==> src/common/cpc_pkg.sv <==
//////////////////////////////////////////////////
// CPC expansion shared definitions
// Widths, fixed ROM pages, shadowed I/O ports, enums
//////////////////////////////////////////////////

package cpc_pkg;

	//////////////////////////////////////////////////
	// Widths

	localparam int mem_addr_w = 23;  // External memory byte address
	localparam int page_w     = 9;   // 16 KB page number
	localparam int mf2_ram_aw = 13;  // 8 KB shadow RAM

	//////////////////////////////////////////////////
	// Fixed pages of the system image

	localparam logic [page_w-1:0] page_low    = 9'h000;  // Firmware
	localparam logic [page_w-1:0] page_high   = 9'h100;  // BASIC
	localparam logic [page_w-1:0] page_amsdos = 9'h107;  // Disk ROM
	localparam logic [page_w-1:0] page_mf2    = 9'h1FF;  // Multiface ROM

	// Spare page for an extension that is not hex
	localparam logic [page_w-1:0] page_malformed = 9'h1EE;

	//////////////////////////////////////////////////
	// Upper address bytes of the shadowed I/O ports

	localparam logic [7:0] port_gate_array  = 8'h7F;
	localparam logic [7:0] port_crtc_select = 8'hBC;
	localparam logic [7:0] port_crtc_data   = 8'hBD;
	localparam logic [7:0] port_ppi_control = 8'hF7;
	localparam logic [7:0] port_rom_select  = 8'hDF;

	//////////////////////////////////////////////////
	// Enums

	typedef enum logic [1:0] {
		mf2_enabled  = 2'd0,
		mf2_hidden   = 2'd1,
		mf2_disabled = 2'd2
	} mf2_mode_t;

	typedef enum logic [1:0] {
		ld_idle      = 2'd0,
		ld_write     = 2'd1,
		ld_write_dup = 2'd2  // Second copy into bank 1
	} loader_state_t;

endpackage

==> src/multiface/mf2_store_map.sv <==
//////////////////////////////////////////////////
// Multiface shadow store map
// I/O writes to shadow RAM addresses
//////////////////////////////////////////////////

`timescale 1ns/1ps

module mf2_store_map (
	input  logic                          clk_sys,
	input  logic                          reset,
	input  logic                          io_wr,
	input  logic [15:0]                   cpu_addr,
	input  logic [7:0]                    cpu_dout,
	output logic [cpc_pkg::mf2_ram_aw-1:0] store_addr,
	output logic                          store_valid
);

	logic                          old_io_wr;
	logic [4:0]                    pen_index;
	logic [4:0]                    crtc_reg;
	logic [cpc_pkg::mf2_ram_aw-1:0] map_addr;
	logic                          map_hit;

	always_comb begin
		map_hit  = 1'b1;
		map_addr = '0;
		case (cpu_addr[15:8])
			cpc_pkg::port_gate_array:
				case (cpu_dout[7:6])
					2'b00: map_addr = 13'h1FCF;  // Pen select
					2'b01: map_addr = pen_index[4] ? 13'h1FDF : {9'h1F9, pen_index[3:0]};
					2'b10: map_addr = 13'h1FEF;  // Mode
					default: map_addr = 13'h1FFF;  // Banking
				endcase
			cpc_pkg::port_crtc_select: map_addr = 13'h1CFF;
			cpc_pkg::port_crtc_data:   map_addr = 13'h1DB0 + crtc_reg;
			cpc_pkg::port_ppi_control: map_addr = 13'h17FF;
			cpc_pkg::port_rom_select:  map_addr = 13'h1AAC;
			default:                   map_hit  = 1'b0;
		endcase
	end

	always_ff @(posedge clk_sys) begin
		if (reset) begin
			old_io_wr   <= 1'b0;
			store_valid <= 1'b0;
			pen_index   <= '0;
			crtc_reg    <= '0;
		end else begin
			old_io_wr   <= io_wr;
			store_valid <= io_wr && !old_io_wr && map_hit;
			if (io_wr && !old_io_wr) begin
				if (cpu_addr[15:8] == cpc_pkg::port_gate_array && cpu_dout[7:6] == 2'b00)
					pen_index <= cpu_dout[4:0];
				if (cpu_addr[15:8] == cpc_pkg::port_crtc_select)
					crtc_reg <= cpu_dout[4:0];  // Selected CRTC register
			end
		end
	end

	always_ff @(posedge clk_sys) begin
		if (io_wr && !old_io_wr) store_addr <= map_addr;
	end

endmodule

==> config.mk <==
export PLATFORM = sky130hd
export DESIGN_NAME = mf2_store_map
export DESIGN_NICKNAME = d
export VERILOG_FILES = /design/src/common/cpc_pkg.sv /design/src/multiface/mf2_store_map.sv
export SDC_FILE = /design/constraint.sdc
export NUM_CORES = 1
export LEC_CHECK = 0
export BUFFER_PORTS_ARGS = -buffer_cell sky130_fd_sc_hd__buf_2
export CORE_MARGIN = 1.5
export CORE_UTILIZATION = 45
export CTS_CLUSTER_SIZE = 20
export DETAILED_ROUTE_END_ITERATION = 8
export PLACE_DENSITY = 0.79
export SLEW_MARGIN = 0
export SYNTH_ARGS = -nofsm -noshare
export SYNTH_HDL_FRONTEND = slang
export SYNTH_SLANG_ARGS = --single-unit
==> constraint.sdc <==
create_clock -name clk_sys -period 2.7 [get_ports clk_sys]
set_input_delay 0.135 -clock clk_sys [delete_from_list [all_inputs] [get_ports clk_sys]]
set_output_delay 0.135 -clock clk_sys [all_outputs]
set_load 0.01 [all_outputs]
==> out/metrics.cfg <==
[critical_path]
critical-path-slowest-cell = or4b_4
crit_start = old_io_wr
crit_required_ps = 2900
crit_path_max_incr_delay_ps = 500
worst_setup_path_start_kind = flip-flop
critical-path-top-delay-family = simple AND/OR/NAND/NOR gates
path_class = flip-flop to flip-flop
critPathArrivalTime_ps = 1850
r2r_end = pen_index[1]
reg2reg_depth = 4
worstPathMaxFanout = 5
rrSetupSlack_ps = 1050
endpoint_kind = flip-flop
crit_end = pen_index[1]
cp_num_buf_inv = 0
cp_cell_sequence = or4b_4 -> nor4_4 -> mux2i_1 -> nor2_1
r2r-start = old_io_wr
crit_cells = 4

[sta]
fin_setup_tns_ps = 0
setup_viol = 0
worstMarginPinSlew_ps = 865
fin_skew_ps = 2.11
timing.fmax_ghz = 0.604
post-route-worst-setup-slack_ps = 1050
slew_viol_final = 0
rsz0062_at_grt = no
min_period_over_period = 0.613
relSlewSlack = 0.421
finalHoldViolations = 0
fin_crit_ps = 1650

[synthesis]
ys_warn_count = 0
synth_area_um2 = 1110
synth_cell_types = 30
ys_seq_area_frac = 0.542
syn_avg_cell_area_um2 = 11.0
ys_ff_latch = 24
syn-num-nets = 128
syn_inst = 101

[route]
drc_errors = 0
viasPerCell = 5.53
drt-total-wl_um = 2050
drtIter0Drc = 27
ant_nets = 0
drtPass1Iterations = 4
num_vias = 891
wl_per_cell_um = 12.7

[floorplanning]
ios = 41
start_util = 0.487
die_h_um = 52.6
dieArea_um2 = 2770
core_area_um2 = 2280
rows = 17
dieWidth_um = 52.6

[power]
powerDensity_nw_per_um2 = 463
sw_frac_of_total = 0.218
p_comb_frac = 0.097
ir_drop_mv = 0.389
power_frac_seq = 0.652
power_switching_mw = 0.131
p_leak_nw = 0.577
clockPowerShare = 0.250
internal_power_mw = 0.470

[layout]
largest_reg_flops = 12
final_cell_mix = buf_2, nor2_1, nand2_1, dfxtp_1, edfxtp_1
area_growth_pct = 17.2
nets = 161
diodes = 0
layout_commonest_cell = buf_2
post-route-util = 0.570
layout-drive-gt1-share = 0.286

[cts]
htreeDepth = 1
cts.sinks = 24
cts-resized-gates = 0
root_buffer = clkbuf_4
cts.path.max_buffers = 2
clock_latency_ps = 300
cts_tree = yes
clk_pin_slew_worst_paths_ps = 110
cts_buffers = 3
cts_hold_buf = 0
post_cts_buffers = 0

[global_route]
antenna_found_initial = 0
grt_use_met2 = 0.298
grt_start_max_net_pins = 14
grt_pass1_vias = 793
grt_busiest_layer = met2
grt.total_usage = 0.169
use_met3 = 0.0400
grt_pass1_wl_um = 3380
grt_use_met1 = 0.200
globalRouteOverflowTotal = 0

[outcome]
outcome = finished clean

[placement]
dp_hpwl_um = 1610
gp_congestion = 0.761
portBuffers = 31
post-place-ws_ps = 1030

[run]
max_cap_violations = 0

[worst_hold_path]
hold_class = primary input to flip-flop

power groups by stage:
stage | registers [mW] | logic [mW] | clock network, mW
2_1_floorplan | 0.404 | 0.0254 | 0
3_3_place_gp | 0.400 | 0.0560 | 0
3_5_place_dp | 0.400 | 0.0582 | 0
4_1_cts | 0.392 | 0.0584 | 0.153
5_1_grt | 0.393 | 0.0649 | 0.177
6_report | 0.392 | 0.0584 | 0.150
metrics by stage:
stage / total power [mW] / hold WS, ps / cell area, µm² / std cells
5_1_grt: 0.635 / 71.2 / 1300 / 161
4_1_cts: 0.604 / 76.8 / 1300 / 161
2_1_floorplan: 0.430 / 207 / 1110 / 101
3_3_place_gp: 0.456 / 380 / 1270 / 157
3_5_place_dp: 0.459 / 397 / 1270 / 157
6_report: 0.601 / 80.3 / 1300 / 161
worst reg2reg max path, delay by kind of cell (launching register included):
family           cells  cell delay (ps)
AND/OR/NAND/NOR      3              940
flip-flops           1              360
multiplexers         1              260
kinds of logic after synthesis:
| logic type | count (synthesis) | share of synthesized area |
|---|---|---|
| buf+inv | 5 | 0.0305 |
| mux | 10 | 0.0904 |
| flops | 24 | 0.542 |
| compound gates | 13 | 0.0689 |
| simple gates | 47 | 0.252 |
| xor+xnor | 2 | 0.0158 |
worst min-delay path by stage:
stage	startpoint	end	slack [ps]	depth (start not counted)
floorplan	reset	crtc_reg[2]	210	1
global placement	cpu_dout[3]	crtc_reg[3]	380	3
detailed placement	cpu_dout[2]	pen_index[2]	400	3
CTS	cpu_dout[2]	pen_index[2]	80	3
global route	cpu_dout[2]	pen_index[2]	70	3
finish	cpu_dout[2]	pen_index[2]	80	3
cells in the mapped netlist (all sizes together):
cell type | instances | area, µm²
nor2 | 15 | 56.3
dfxtp | 12 | 240
edfxtp | 12 | 360
nand2 | 12 | 45.0
mux2i | 10 | 100
o21ai | 7 | 35.0
nand3 | 4 | 32.5
nand4 | 4 | 31.3
a21oi | 3 | 15.0
buf | 3 | 26.3
and4 | 2 | 17.5
inv | 2 | 7.51
nand3b | 2 | 15.0
or4b | 2 | 23.8
a2111oi | 1 | 8.76
a221o | 1 | 10.0
and2 | 1 | 6.26
nand4b | 1 | 8.76
nor3 | 1 | 5.00
nor3b | 1 | 7.51
nor4 | 1 | 21.3
o211ai | 1 | 7.51
or3b | 1 | 8.76
xnor2 | 1 | 8.76
xor2 | 1 | 8.76
layout make-up:
type / instances / area [µm²]
clock buffers: 4 / 26.3
flip-flops and latches: 24 / 601
fillers: 199 / 978
well taps: 28 / 35.0
multi-input cells: 72 / 473
repair buffers: 31 / 155
inverters: 2 / 7.51
routing by layer:
metal  up-vias  routed length [µm]
li1        441                   -
met1       401                 846
met5         -                   0
met4         0                  26
met2        44                 977
met3         5                 198
Note: power is estimated with default switching activity, not from simulation.
