==> src/common/cpc_pkg.sv <==
//////////////////////////////////////////////////
// CPC expansion shared definitions
// Widths, fixed ROM pages, shadowed I/O ports, enums
//////////////////////////////////////////////////

package cpc_pkg;

	//////////////////////////////////////////////////
	// Widths

	localparam int mem_addr_w = 23;  // External memory byte address
	localparam int page_w     = 9;   // 16 KB page number
	localparam int mf2_ram_aw = 13;  // 8 KB shadow RAM

	//////////////////////////////////////////////////
	// Fixed pages of the system image

	localparam logic [page_w-1:0] page_low    = 9'h000;  // Firmware
	localparam logic [page_w-1:0] page_high   = 9'h100;  // BASIC
	localparam logic [page_w-1:0] page_amsdos = 9'h107;  // Disk ROM
	localparam logic [page_w-1:0] page_mf2    = 9'h1FF;  // Multiface ROM

	// Spare page for an extension that is not hex
	localparam logic [page_w-1:0] page_malformed = 9'h1EE;

	//////////////////////////////////////////////////
	// Upper address bytes of the shadowed I/O ports

	localparam logic [7:0] port_gate_array  = 8'h7F;
	localparam logic [7:0] port_crtc_select = 8'hBC;
	localparam logic [7:0] port_crtc_data   = 8'hBD;
	localparam logic [7:0] port_ppi_control = 8'hF7;
	localparam logic [7:0] port_rom_select  = 8'hDF;

	//////////////////////////////////////////////////
	// Enums

	typedef enum logic [1:0] {
		mf2_enabled  = 2'd0,
		mf2_hidden   = 2'd1,
		mf2_disabled = 2'd2
	} mf2_mode_t;

	typedef enum logic [1:0] {
		ld_idle      = 2'd0,
		ld_write     = 2'd1,
		ld_write_dup = 2'd2  // Second copy into bank 1
	} loader_state_t;

endpackage

==> src/multiface/mf2_control.sv <==
//////////////////////////////////////////////////
// Multiface Two control
// NMI entry, hiding, paging windows, RAM port arbitration
//////////////////////////////////////////////////

`timescale 1ns/1ps

module mf2_control (
	input  logic                          clk_sys,
	input  logic                          reset,
	input  cpc_pkg::mf2_mode_t            mf2_mode,
	input  logic                          key_nmi,
	input  logic                          m1,
	input  logic                          io_wr,
	input  logic                          mem_rd,
	input  logic                          mem_wr,
	input  logic [15:0]                   cpu_addr,
	input  logic [7:0]                    cpu_dout,
	input  logic [cpc_pkg::mf2_ram_aw-1:0] store_addr,
	input  logic                          store_valid,
	input  logic [7:0]                    ram_dout,
	output logic                          nmi,
	output logic                          mf2_en,
	output logic                          mf2_rom_en,
	output logic                          mf2_ram_en,
	output logic [7:0]                    mf2_dout,
	output logic [cpc_pkg::mf2_ram_aw-1:0] ram_addr,
	output logic [7:0]                    ram_din,
	output logic                          ram_we
);

	logic       old_key_nmi;
	logic       old_m1;
	logic       old_io_wr;
	logic       hidden;
	logic [7:0] store_data;  // I/O data captured at the write edge
	logic       m1_rise;
	logic       io_rise;
	logic       entry;

	assign m1_rise = m1 && !old_m1;
	assign io_rise = io_wr && !old_io_wr;
	assign entry   = nmi && m1_rise && (cpu_addr == 16'h0066);

	assign mf2_rom_en = mf2_en && (cpu_addr[15:13] == 3'b000);  // ROM at 0000-1FFF
	assign mf2_ram_en = mf2_en && (cpu_addr[15:13] == 3'b001);  // RAM at 2000-3FFF
	assign mf2_dout   = (mf2_ram_en && mem_rd) ? ram_dout : 8'hFF;

	always_ff @(posedge clk_sys) begin
		if (reset) begin
			old_key_nmi <= 1'b0;
			old_m1      <= 1'b0;
			old_io_wr   <= 1'b0;
			nmi         <= 1'b0;
			mf2_en      <= 1'b0;
			hidden      <= (mf2_mode != cpc_pkg::mf2_enabled);
			ram_we      <= 1'b0;
		end else begin
			old_key_nmi <= key_nmi;
			old_m1      <= m1;
			old_io_wr   <= io_wr;

			if (key_nmi && !old_key_nmi && !mf2_en && mf2_mode != cpc_pkg::mf2_disabled)
				nmi <= 1'b1;
			if (entry) begin
				mf2_en <= 1'b1;
				hidden <= 1'b0;
				nmi    <= 1'b0;
			end
			if (mf2_en && m1_rise && cpu_addr == 16'h0065)
				hidden <= 1'b1;
			// FEE8 pages in, FEEA pages out
			if (io_rise && cpu_addr[15:2] == 14'b1111_1110_1110_10)
				mf2_en <= !cpu_addr[1] && !hidden;

			ram_we <= store_valid || (mem_wr && mf2_ram_en);
		end
	end

	//////////////////////////////////////////////////
	// RAM port, store first, then CPU write, else read

	always_ff @(posedge clk_sys) begin
		if (io_rise) store_data <= cpu_dout;
		if (store_valid) begin
			ram_addr <= store_addr;
			ram_din  <= store_data;
		end else begin
			ram_addr <= cpu_addr[cpc_pkg::mf2_ram_aw-1:0];
			ram_din  <= cpu_dout;
		end
	end

	a_entry_clean: assert property (@(posedge clk_sys) disable iff (reset)
		entry |=> (mf2_en && !nmi));

endmodule

==> config.mk <==
export PLATFORM = sky130hd
export DESIGN_NAME = mf2_control
export DESIGN_NICKNAME = d
export VERILOG_FILES = /design/src/common/cpc_pkg.sv /design/src/multiface/mf2_control.sv
export SDC_FILE = /design/constraint.sdc
export NUM_CORES = 1
export LEC_CHECK = 0
export BUFFER_PORTS_ARGS = -buffer_cell sky130_fd_sc_hd__buf_4
export CAP_MARGIN = 40
export CORE_MARGIN = 3
export CORE_UTILIZATION = 44
export DETAILED_ROUTE_END_ITERATION = 12
export PLACE_DENSITY = 0.94
export SYNTH_ARGS = -nofsm -noshare
export SYNTH_HDL_FRONTEND = slang
export SYNTH_SLANG_ARGS = --single-unit
==> constraint.sdc <==
create_clock -name clk_sys -period 3.3 [get_ports clk_sys]
set_input_delay 0.165 -clock clk_sys [delete_from_list [all_inputs] [get_ports clk_sys]]
set_output_delay 0.165 -clock clk_sys [all_outputs]
set_load 0.02 [all_outputs]
==> impl_metrics.toml <==
[timing]
skew_ps = 13.12
setup_ws_ps = 1481
slew_viol_final = 0
slew_headroom_pct = 50.06
fin_crit_ps = 1819
worst_pin_slew_ps = 747.6
finalSetupViolations = 0
rsz0062_at_grt = "false"
period_share_pct = 55.11
fin_setup_tns_ps = 0
hold_violations = 0
fmax_mhz = 549.8

[floorplanning]
die_x_um = 61.60
die_area_um2 = 3794
coreArea_um2 = 2853
rows = 19
ios = 89
die_h_um = 61.60
start_util_pct = 47.68

[clock_network]
clk_path_buf_depth = 2
clock_sinks = 36
post_cts_buffers = 0
cts_buffers = 5
cts_resized = 0
cts_tree = "yes"
hold_buffers = 7
cts_htree_levels = 2
clk_pin_slew_worst_paths_ps = 100
clk_latency_ps = 350
cts-root-buf = "clkbuf_4"

[cells_and_area]
antenna_cells = 0
multi_input_area_um2 = 535.5
design_area_um2 = 2177
final_util_pct = 76.32
regArea_um2 = 810.8
syn_to_final_growth_pct = 60.07
nets = 256
drive_above_1_share_pct = 65.84
num-fill-cells = 198

[detailed_routing]
drc = 0
vias = 1173
via_per_inst = 5.034
drt-total-wl_um = 3580
wl_per_cell_um = 15.36
drt_iter0_markers = 34
first_pass_iters = 4
ant_nets = 0

[power]
p_sw_uw = 226.1
ir_worst_vdd_uv = 237.9
p_sw_share_pct = 24.91
power_density_nw_per_um2 = 417.0
power_leakage_uw = 0.0009714
p_int_uw = 681.7
p_clk_share_pct = 27.2
p_seq_share_pct = 54.3
pwr-share-comb_pct = 18.6

[grt]
gr-usage-met3_pct = 6.499
grt_pass1_wl_um = 5112
grtUsageTotal_pct = 19.15
use_met2_pct = 33.93
antenna_found_initial = 0
grt_pass1_vias = 1254
grt-busiest-layer = "met2"
use_met1_pct = 19.17
overflow = 0
grt_max_degree = 23

[worst_setup_path]
worstPathCellList = "and4bb_2, nand2_1, or2_2, buf_4"
crit_end = "mf2_dout[4]"
worstSetupEndpointType = "output pin"
r2r_cells = 4
cp_slowest_cell = "dfxtp_1"
crit_arrival_ps = 1650
cp-start-kind = "register"
r2r_slack_ps = 1980
crit_path_max_incr_delay_ps = 430
worst-endpoint-required_ps = 3130
r2r_start = "old_m1$_SDFF_PP0_"
r2r-end = "hidden$_DFFE_PP_"
cp-startpoint = "mf2_en$_SDFFE_PP0P_"
crit_type = "register to output pin"
cp_max_fo = 8

[yosys]
synth_top_area_share_pct = 39.74
synthFlopType = "dfxtp_1"
synth_seq_cells = 36
syn-num-nets = 157
yosysMostFrequentCell = "dfxtp_1"
syn_area_per_cell_um2 = 13.33
syn_area_um2 = 1360
synth_top_cell_by_area = "dfxtp_1"
synthDistinctLibCells = 25
ys_seq_area_share_pct = 59.61
synthTopCellsByCount = "dfxtp_1 (27), mux2_2 (21), edfxtp_1 (9)"
synth_area_leaders = "dfxtp_1 (40%), edfxtp_1 (20%), mux2_2 (17%), or2_2 (3.7%), nor4b_2 (2.2%)"
syn_inst = 102
async_reset_ff_share_pct = 0
yosysWarnings = 0
synth_edf_count = 9

[placed_design]
io_buffers = 88
place_area_um2 = 2046
dp_slack_ps = 1865
place.gp.congestion = 0.7221
dp_hpwl_um = 2730

[flow_run]
drv_cap = 0

[hold_path]
hold_start = "cpu_dout[5]"
hold_path.class = "input pin to register"

[run_status]
outcome = "complete, no violations"
power by group through the flow:
| stage | Clock, uW | Combinational [uW] | Sequential (uW) |
|---|---|---|---|
| 6_report | 247 | 169 | 492 |
| 5_1_grt | 266 | 180 | 495 |
| 4_1_cts | 252 | 169 | 492 |
| 3_5_place_dp | 0 | 162 | 502 |
| 3_3_place_gp | 0 | 158 | 501 |
| 2_1_floorplan | 0 | 37.7 | 529 |
state kept, by name, indices dropped and copies added, names as in the netlist:
register,flops
hidden,1
old_m1,1
ram_we,1
ram_din,8
ram_addr,13
old_key_nmi,1
mf2_en,1
old_io_wr,1
store_data,8
nmi,1
cell families (layout without fill, tap and decap cells):
group,after synthesis,in the layout,synth area share (%)
AOI/OAI and AO/OA,8,8,4.048
muxes,21,21,17.39
buffers and inverters,3,103,1.012
DFF,36,36,59.61
and+or+nand+nor,34,34,17.94
how the worst min path moves through the flow:
stage	end	slack (ps)	cells after the start
after floorplan	store_data[0]$_DFFE_PP_	260	0
after global placement	store_data[4]$_DFFE_PP_	350	1
after detailed placement	store_data[2]$_DFFE_PP_	360	1
after CTS	store_data[5]$_DFFE_PP_	4	1
after global routing	store_data[5]$_DFFE_PP_	4	1
final	store_data[5]$_DFFE_PP_	20	1
placed cells by master (no fill, tap or decap):
master          n
nor4b_2         2
edfxtp_1        9
clkbuf_4        5
a21oi_1         3
o21ai_0         1
nand2b_1        2
and4_2          1
nand2_1         2
a31oi_1         1
dlygate4sd3_1   7
nor2b_1         4
dfxtp_1        27
a21oi_2         1
buf_4          88
nor2_1          6
nor4_1          1
or2_2           8
and4_4          1
nor4b_1         1
mux2_2         21
nand4_1         1
clkinv_2        2
a211oi_1        1
and3b_1         1
a211oi_2        1
and4b_1         2
clkbuf_8        1
and4bb_2        2
per-stage QoR:
stage          hold slack (ps)  total power, uW  std cells
2_1_floorplan            263.9            567.0        102
3_3_place_gp             354.5            658.8        218
3_5_place_dp             356.0            664.6        218
4_1_cts                  3.575            913.3        233
5_1_grt                  3.728            940.8        233
6_report                 18.21            907.8        233
final cells by class:
cell class	instances	area share (%)
sequential	36	37.24
timing repair buffer	95	33.56
multi-input combinational	63	24.60
clock buffer	6	2.356
tap	31	1.782
clock inverter	2	0.4598
routing by layer:
layer / routed length (um) / vias to the layer above / share of wire [%]
met4: 67 / 0 / 1.9
met5: 0 / - / 0
li1: - / 569 / -
met2: 1833 / 66 / 51
met3: 331 / 10 / 9.2
met1: 1349 / 528 / 38
critical path: cells and delay by family (launching register included):
kind,cells,cell delay [ps]
and+or+nand+nor,3,720
DFF,1,430
buffers and inverters,1,160
Power figures use the tool's default switching activity.
