`config.mk`:
```
export PLATFORM = sky130hd
export DESIGN_NAME = rom_loader
export DESIGN_NICKNAME = d
export VERILOG_FILES = /design/src/common/cpc_pkg.sv /design/src/rom_loader/rom_loader.sv
export SDC_FILE = /design/constraint.sdc
export NUM_CORES = 1
export LEC_CHECK = 0
export ABC_AREA = 1
export BUFFER_PORTS_ARGS = -buffer_cell sky130_fd_sc_hd__clkbuf_2
export CAP_MARGIN = 20
export CORE_MARGIN = 5
export CORE_UTILIZATION = 50
export CTS_CLUSTER_DIAMETER = 200
export DETAILED_ROUTE_END_ITERATION = 8
export PLACE_DENSITY_LB_ADDON = 0.2
export SLEW_MARGIN = 20
export SYNTH_ARGS = -nofsm -noshare
export SYNTH_HDL_FRONTEND = slang
export SYNTH_SLANG_ARGS = --single-unit
export TNS_END_PERCENT = 30
```
`constraint.sdc`:
```
create_clock -name clk_sys -period 2 [get_ports clk_sys]
set_clock_uncertainty 0.05 [all_clocks]
set_input_delay 0.2 -clock clk_sys [delete_from_list [all_inputs] [get_ports clk_sys]]
set_output_delay 0.2 -clock clk_sys [all_outputs]
set_load 0.01 [all_outputs]
```
`src/common/cpc_pkg.sv`:
```
//////////////////////////////////////////////////
// CPC expansion shared definitions
// Widths, fixed ROM pages, shadowed I/O ports, enums
//////////////////////////////////////////////////

package cpc_pkg;

	//////////////////////////////////////////////////
	// Widths

	localparam int mem_addr_w = 23;  // External memory byte address
	localparam int page_w     = 9;   // 16 KB page number
	localparam int mf2_ram_aw = 13;  // 8 KB shadow RAM

	//////////////////////////////////////////////////
	// Fixed pages of the system image

	localparam logic [page_w-1:0] page_low    = 9'h000;  // Firmware
	localparam logic [page_w-1:0] page_high   = 9'h100;  // BASIC
	localparam logic [page_w-1:0] page_amsdos = 9'h107;  // Disk ROM
	localparam logic [page_w-1:0] page_mf2    = 9'h1FF;  // Multiface ROM

	// Spare page for an extension that is not hex
	localparam logic [page_w-1:0] page_malformed = 9'h1EE;

	//////////////////////////////////////////////////
	// Upper address bytes of the shadowed I/O ports

	localparam logic [7:0] port_gate_array  = 8'h7F;
	localparam logic [7:0] port_crtc_select = 8'hBC;
	localparam logic [7:0] port_crtc_data   = 8'hBD;
	localparam logic [7:0] port_ppi_control = 8'hF7;
	localparam logic [7:0] port_rom_select  = 8'hDF;

	//////////////////////////////////////////////////
	// Enums

	typedef enum logic [1:0] {
		mf2_enabled  = 2'd0,
		mf2_hidden   = 2'd1,
		mf2_disabled = 2'd2
	} mf2_mode_t;

	typedef enum logic [1:0] {
		ld_idle      = 2'd0,
		ld_write     = 2'd1,
		ld_write_dup = 2'd2  // Second copy into bank 1
	} loader_state_t;

endpackage

```
`src/rom_loader/rom_loader.sv`:
```
//////////////////////////////////////////////////
// ROM image loader
// Download bytes to bank/page writes, keeps the ROM map
//////////////////////////////////////////////////

`timescale 1ns/1ps

module rom_loader (
	input  logic                          clk_sys,
	input  logic                          reset,
	input  logic                          mem_ref,
	input  logic                          ioctl_download,
	input  logic [7:0]                    ioctl_index,
	input  logic [15:0]                   ioctl_file_ext,
	input  logic [24:0]                   ioctl_addr,
	input  logic [7:0]                    ioctl_dout,
	input  logic                          ioctl_wr,
	output logic                          ioctl_wait,
	output logic                          boot_wr,
	output logic [cpc_pkg::mem_addr_w-1:0] boot_addr,
	output logic [1:0]                    boot_bank,
	output logic [7:0]                    boot_dout,
	output logic [255:0]                  rom_map
);

	cpc_pkg::loader_state_t state;

	logic                      old_download;
	logic [cpc_pkg::page_w-1:0] ext_page;      // Page decoded from the extension
	logic [cpc_pkg::page_w-1:0] decoded_page;
	logic [cpc_pkg::page_w-1:0] sys_page;
	logic [4:0]                hex_hi;
	logic [4:0]                hex_lo;
	logic                      accept;
	logic                      sys_img;
	logic                      blk_ok;
	logic                      dup_mode;

	// Returns {valid, value} for one ASCII hex digit
	function automatic logic [4:0] hex_digit(input logic [7:0] c);
		logic [4:0] r;
		r = 5'd0;
		if (c >= "0" && c <= "9")
			r = {1'b1, c[3:0]};
		else if (c >= "A" && c <= "F")
			r = {1'b1, c[3:0] + 4'd9};
		return r;
	endfunction

	always_comb begin
		hex_hi = hex_digit(ioctl_file_ext[15:8]);
		hex_lo = hex_digit(ioctl_file_ext[7:0]);
		if (ioctl_file_ext == "ZZ")
			decoded_page = '0;
		else if (hex_hi[4] && hex_lo[4])
			decoded_page = {1'b0, hex_hi[3:0], hex_lo[3:0]};
		else
			decoded_page = cpc_pkg::page_malformed;
	end

	always_comb begin
		case (ioctl_addr[15:14])  // Block number mod 4
			2'd0:    sys_page = cpc_pkg::page_low;
			2'd1:    sys_page = cpc_pkg::page_high;
			2'd2:    sys_page = cpc_pkg::page_amsdos;
			default: sys_page = cpc_pkg::page_mf2;
		endcase
	end

	assign sys_img    = (ioctl_index == 8'd0);
	assign blk_ok     = !sys_img || (ioctl_addr[24:14] < 11'd8);  // Blocks past 7 are dropped
	assign dup_mode   = (ioctl_index[7:6] == 2'b01);
	assign accept     = ioctl_download && ioctl_wr && (state == cpc_pkg::ld_idle) && blk_ok;
	assign ioctl_wait = (state != cpc_pkg::ld_idle);

	//////////////////////////////////////////////////
	// Write FSM

	always_ff @(posedge clk_sys) begin
		if (reset) begin
			state        <= cpc_pkg::ld_idle;
			boot_wr      <= 1'b0;
			rom_map      <= '0;
			old_download <= 1'b0;
		end else begin
			old_download <= ioctl_download;
			boot_wr      <= 1'b0;
			case (state)
				cpc_pkg::ld_idle:
					if (accept) state <= cpc_pkg::ld_write;
				cpc_pkg::ld_write, cpc_pkg::ld_write_dup: begin
					if (boot_wr) begin
						if (state == cpc_pkg::ld_write && dup_mode) begin
							state <= cpc_pkg::ld_write_dup;
						end else begin
							state <= cpc_pkg::ld_idle;
							if (boot_addr[22]) rom_map[boot_addr[21:14]] <= 1'b1;
						end
					end else if (mem_ref) begin
						boot_wr <= 1'b1;  // One write per strobe
					end
				end
				default: state <= cpc_pkg::ld_idle;
			endcase
		end
	end

	// Payload and page latch
	always_ff @(posedge clk_sys) begin
		if (!old_download && ioctl_download && !sys_img)
			ext_page <= decoded_page;
		if (accept) begin
			boot_dout        <= ioctl_dout;
			boot_addr[13:0]  <= ioctl_addr[13:0];
			if (sys_img) begin
				boot_addr[22:14] <= sys_page;
				boot_bank        <= {1'b0, ioctl_addr[16]};  // Blocks 4..7 go to bank 1
			end else begin
				boot_addr[22]    <= ext_page[8];
				boot_addr[21:14] <= ext_page[7:0] + ioctl_addr[21:14];
				boot_bank        <= {1'b0, &ioctl_index[7:6]};
			end
		end else if (state == cpc_pkg::ld_write && boot_wr && dup_mode) begin
			boot_bank <= 2'd1;
		end
	end

	// Memory writes only happen inside a download handshake
	a_wr_in_wait: assert property (@(posedge clk_sys) disable iff (reset)
		boot_wr |-> ioctl_wait);

endmodule

```
==> out/results.txt <==
die width -> 156.1 um
delay of the slowest critical-path stage -> 0.35 ns
Crit Path Class -> register to register
Worst-Skew Late Latency -> 0.55 ns
max-capacitance violation count -> 0
logic depth of the worst register-to-register path -> 11
share of the cycle needed by the critical path after routing -> 95.31%
clock tree sinks -> 301
end point of the critical path -> rom_map[37]
Placement Rows -> 53
initial core utilization -> 50.77%
proportion of layout cells with a drive suffix above 1 -> 30.52%
via count of the routed design -> 9842
FF-to-FF End -> rom_map[37]
r2r setup slk -> 0.09 ns
mean instance size in the synthesized netlist -> 8.924 sq um
overall routed net length -> 34160 um
most frequent standard cell in the layout excluding fill and tap cells -> sky130_fd_sc_hd__clkbuf_2
area after detailed placement -> 13090 sq um
first-pass GRT wire length -> 52800 um
Top cell by count, worst path -> sky130_fd_sc_hd__buf_12
filler instances -> 1677
number of failing setup endpoints in the final timing report -> 0
CTS tree -> done
reg2reg start -> state[0]
Least-Margin Pin Slew -> 0.7110 ns
number of DRC violations after detailed-routing iteration 0 -> 654
largest net degree at the start of global routing -> 75
synthesized instance count -> 1196
Post-Syn Area -> 10670 sq um
HPWL after detailed placement -> 23650 um
leakage component of the power -> 6.778 nW
per-cell routed wire length -> 18.00 um
post-route ant nets -> 0
number of antenna violations at the first check in global routing -> 1
Cell Chain, Critical Path -> inv_1 -> ha_4 -> nand3_4 -> nor2_4 -> inv_2 -> buf_12 -> nor3_4 -> buf_6 -> buf_12 -> a21oi_1 -> nor2_1
final hold violation count -> 0
net count after synthesis -> 1279
die height -> 156.1 um
htree depth -> 1
Power Density -> 912.1 nW/um^2
maximum operating frequency -> 524.6 MHz
last weighted congestion value of the routability-driven placer -> 0.8420
TritonCTS buffer count -> 30
clock-pin slew on the worst setup and hold paths -> 0.07 ns
core area -> 21020 sq um
commonest cells after routing, fill and taps aside -> sky130_fd_sc_hd__clkbuf_2 (350), sky130_fd_sc_hd__nor2_1 (308), sky130_fd_sc_hd__dfxtp_1 (258)
overflow left after global routing -> 0
total I/O pin count -> 353
startpoint type of the worst setup path -> register
Placed Instances -> 1804
vias in the first global route -> 9612
total power draw -> 13.32 mW
relative slew slack -> 52.55%
Worst path slowest cell -> sky130_fd_sc_hd__dfxtp_2
class of the tightest hold or removal check -> input port to register
required time of the worst setup path -> 2.42 ns
non-filler cells in the finished layout -> 1898
number of buffers between clock root and the deepest sink -> 3
via/cell ratio -> 5.185
finished layout cell area -> 14600 sq um
fin nets -> 1681
number of storage elements in the synthesis netlist -> 301
minimum period implied by the final worst setup slack -> 1.906 ns
Total GRT Usage -> 27.09%
master cell of the clock root buffer -> sky130_fd_sc_hd__clkbuf_16
launching element of the worst setup path -> state[0]
Synth cell types -> 33
number of buffers added on ports -> 351
part of the Yosys area used for sequential elements -> 60.30%
die outline area -> 24370 sq um
VDD IR max -> 631.2 uV
number of max-slew violations in the final report -> 0
yosys synthesis warning count -> 0
Area growth syn-to-layout -> 36.79%
critical path arrival -> 2.33 ns
critical path capture point type -> register
status -> completed
number of iterations in the first detailed-routing pass -> 5
count of unresolved DRC violations after routing -> 0
largest fanout of any net on the critical path -> 13
metal layers:
layer	up-vias	GRT usage, %	part of all wire [%]
met4	0	12.64	4.8
li1	4753	-	-
met3	98	6.075	8.7
met5	-	0	0
met2	381	45.56	48
met1	4610	33.20	39
area by class of cell:
type / instances / area, sq um / area share (%)
tap: 275 / 344.1 / 2.357
antenna: 1 / 2.502 / 0.01714
multi-input combinational: 758 / 3729 / 25.54
clock inverter: 11 / 158.9 / 1.088
sequential: 301 / 6439 / 44.10
timing repair buffer: 435 / 2728 / 18.68
clock buffer: 45 / 928.4 / 6.359
inverter: 72 / 270.3 / 1.851
worst min path at each step:
stage / from / endpoint / slack, ns / depth (start not counted)
3_3_place_gp: ioctl_addr[9] / boot_addr[9] / 0.33 / 1
2_1_floorplan: ioctl_addr[0] / boot_addr[0] / 0.25 / 0
3_5_place_dp: ioctl_dout[5] / boot_dout[5] / 0.33 / 1
5_1_grt: ioctl_file_ext[2] / ext_page[2] / 0.09 / 4
6_report: ioctl_file_ext[2] / ext_page[2] / 0.04 / 4
4_1_cts: ioctl_file_ext[2] / ext_page[2] / 0.01 / 4
cell families (layout without fill, tap and decap cells):
group,Yosys count,in the layout,synth area share (%)
AOI/OAI and AO/OA,287,287,13.90
xor gates and xnor gates,2,2,0.1642
adders and majority gates,21,21,2.532
buffers and inverters,137,563,5.451
DFF,301,301,60.30
other,1,2,0.03514
and+or+nand+nor,447,447,17.61
stage by stage:
stage / hold WS (ns) / utilization (%) / worst slack, ns / setup TNS [ns]
2_1_floorplan: 0.2489 / - / 0.2001 / 0
3_3_place_gp: 0.3273 / 62.26 / 0.06886 / 0
3_5_place_dp: 0.3286 / 62.26 / 0.0006750 / 0
4_1_cts: 0.01212 / 68.88 / 0.009940 / 0
5_1_grt: 0.08660 / 69.45 / -0.02243 / -0.07196
6_report: 0.03699 / 69.45 / 0.09375 / 0
state kept, by name, summed over array words and instances, names as in the netlist:
register      cells
boot_addr        23
boot_bank         1
boot_dout         8
boot_wr           1
ext_page          9
old_download      1
rom_map         256
state             2
power by group:
part           leakage (nW)  switching (mW)  internal [mW]
clock                 0.543            2.30           3.71
sequential             2.47          0.0559           6.24
combinational          3.76           0.661          0.349
total                  6.78            3.02           10.3
Yosys cell counts (all sizes together):
library cell | n | area, sq um
nor2 | 326 | 1256
dfxtp | 260 | 5205
a21oi | 239 | 1196
nand2 | 74 | 277.8
inv | 72 | 270.3
edfxtp | 41 | 1231
clkbuf | 35 | 131.4
a31oi | 30 | 187.7
buf | 30 | 180.2
nand3 | 23 | 115.1
ha | 20 | 250.2
o21ai | 14 | 70.07
nor3 | 12 | 153.9
nand4 | 7 | 43.79
or2 | 2 | 12.51
a21boi | 1 | 7.510
a21o | 1 | 7.510
a22oi | 1 | 7.510
and2 | 1 | 6.260
conb | 1 | 3.750
fa | 1 | 20.02
nand2b | 1 | 6.260
nand3b | 1 | 7.510
o31ai | 1 | 7.510
xnor2 | 1 | 8.760
xor2 | 1 | 8.760
repair_timing:
action                                  4_1_cts  5_1_grt
setup buffers                                 0        5
cloned                                        0        1
pin swaps                                     0        3
endpoints found under the setup margin        3      220
hold buffers                                 30        0
resized for setup                             1       10
endpoints found under the hold margin        56        0
critical path, delay by kind of cell (launching register included):
family / cells / cell delay (ns)
AO/OA/AOI/OAI: 1 / 0.07
adder cells (fa/ha/maj): 1 / 0.28
buffers and inverters: 5 / 0.54
flip-flops: 1 / 0.35
AND/OR/NAND/NOR: 4 / 0.53
(Power assumes the default switching activity.)
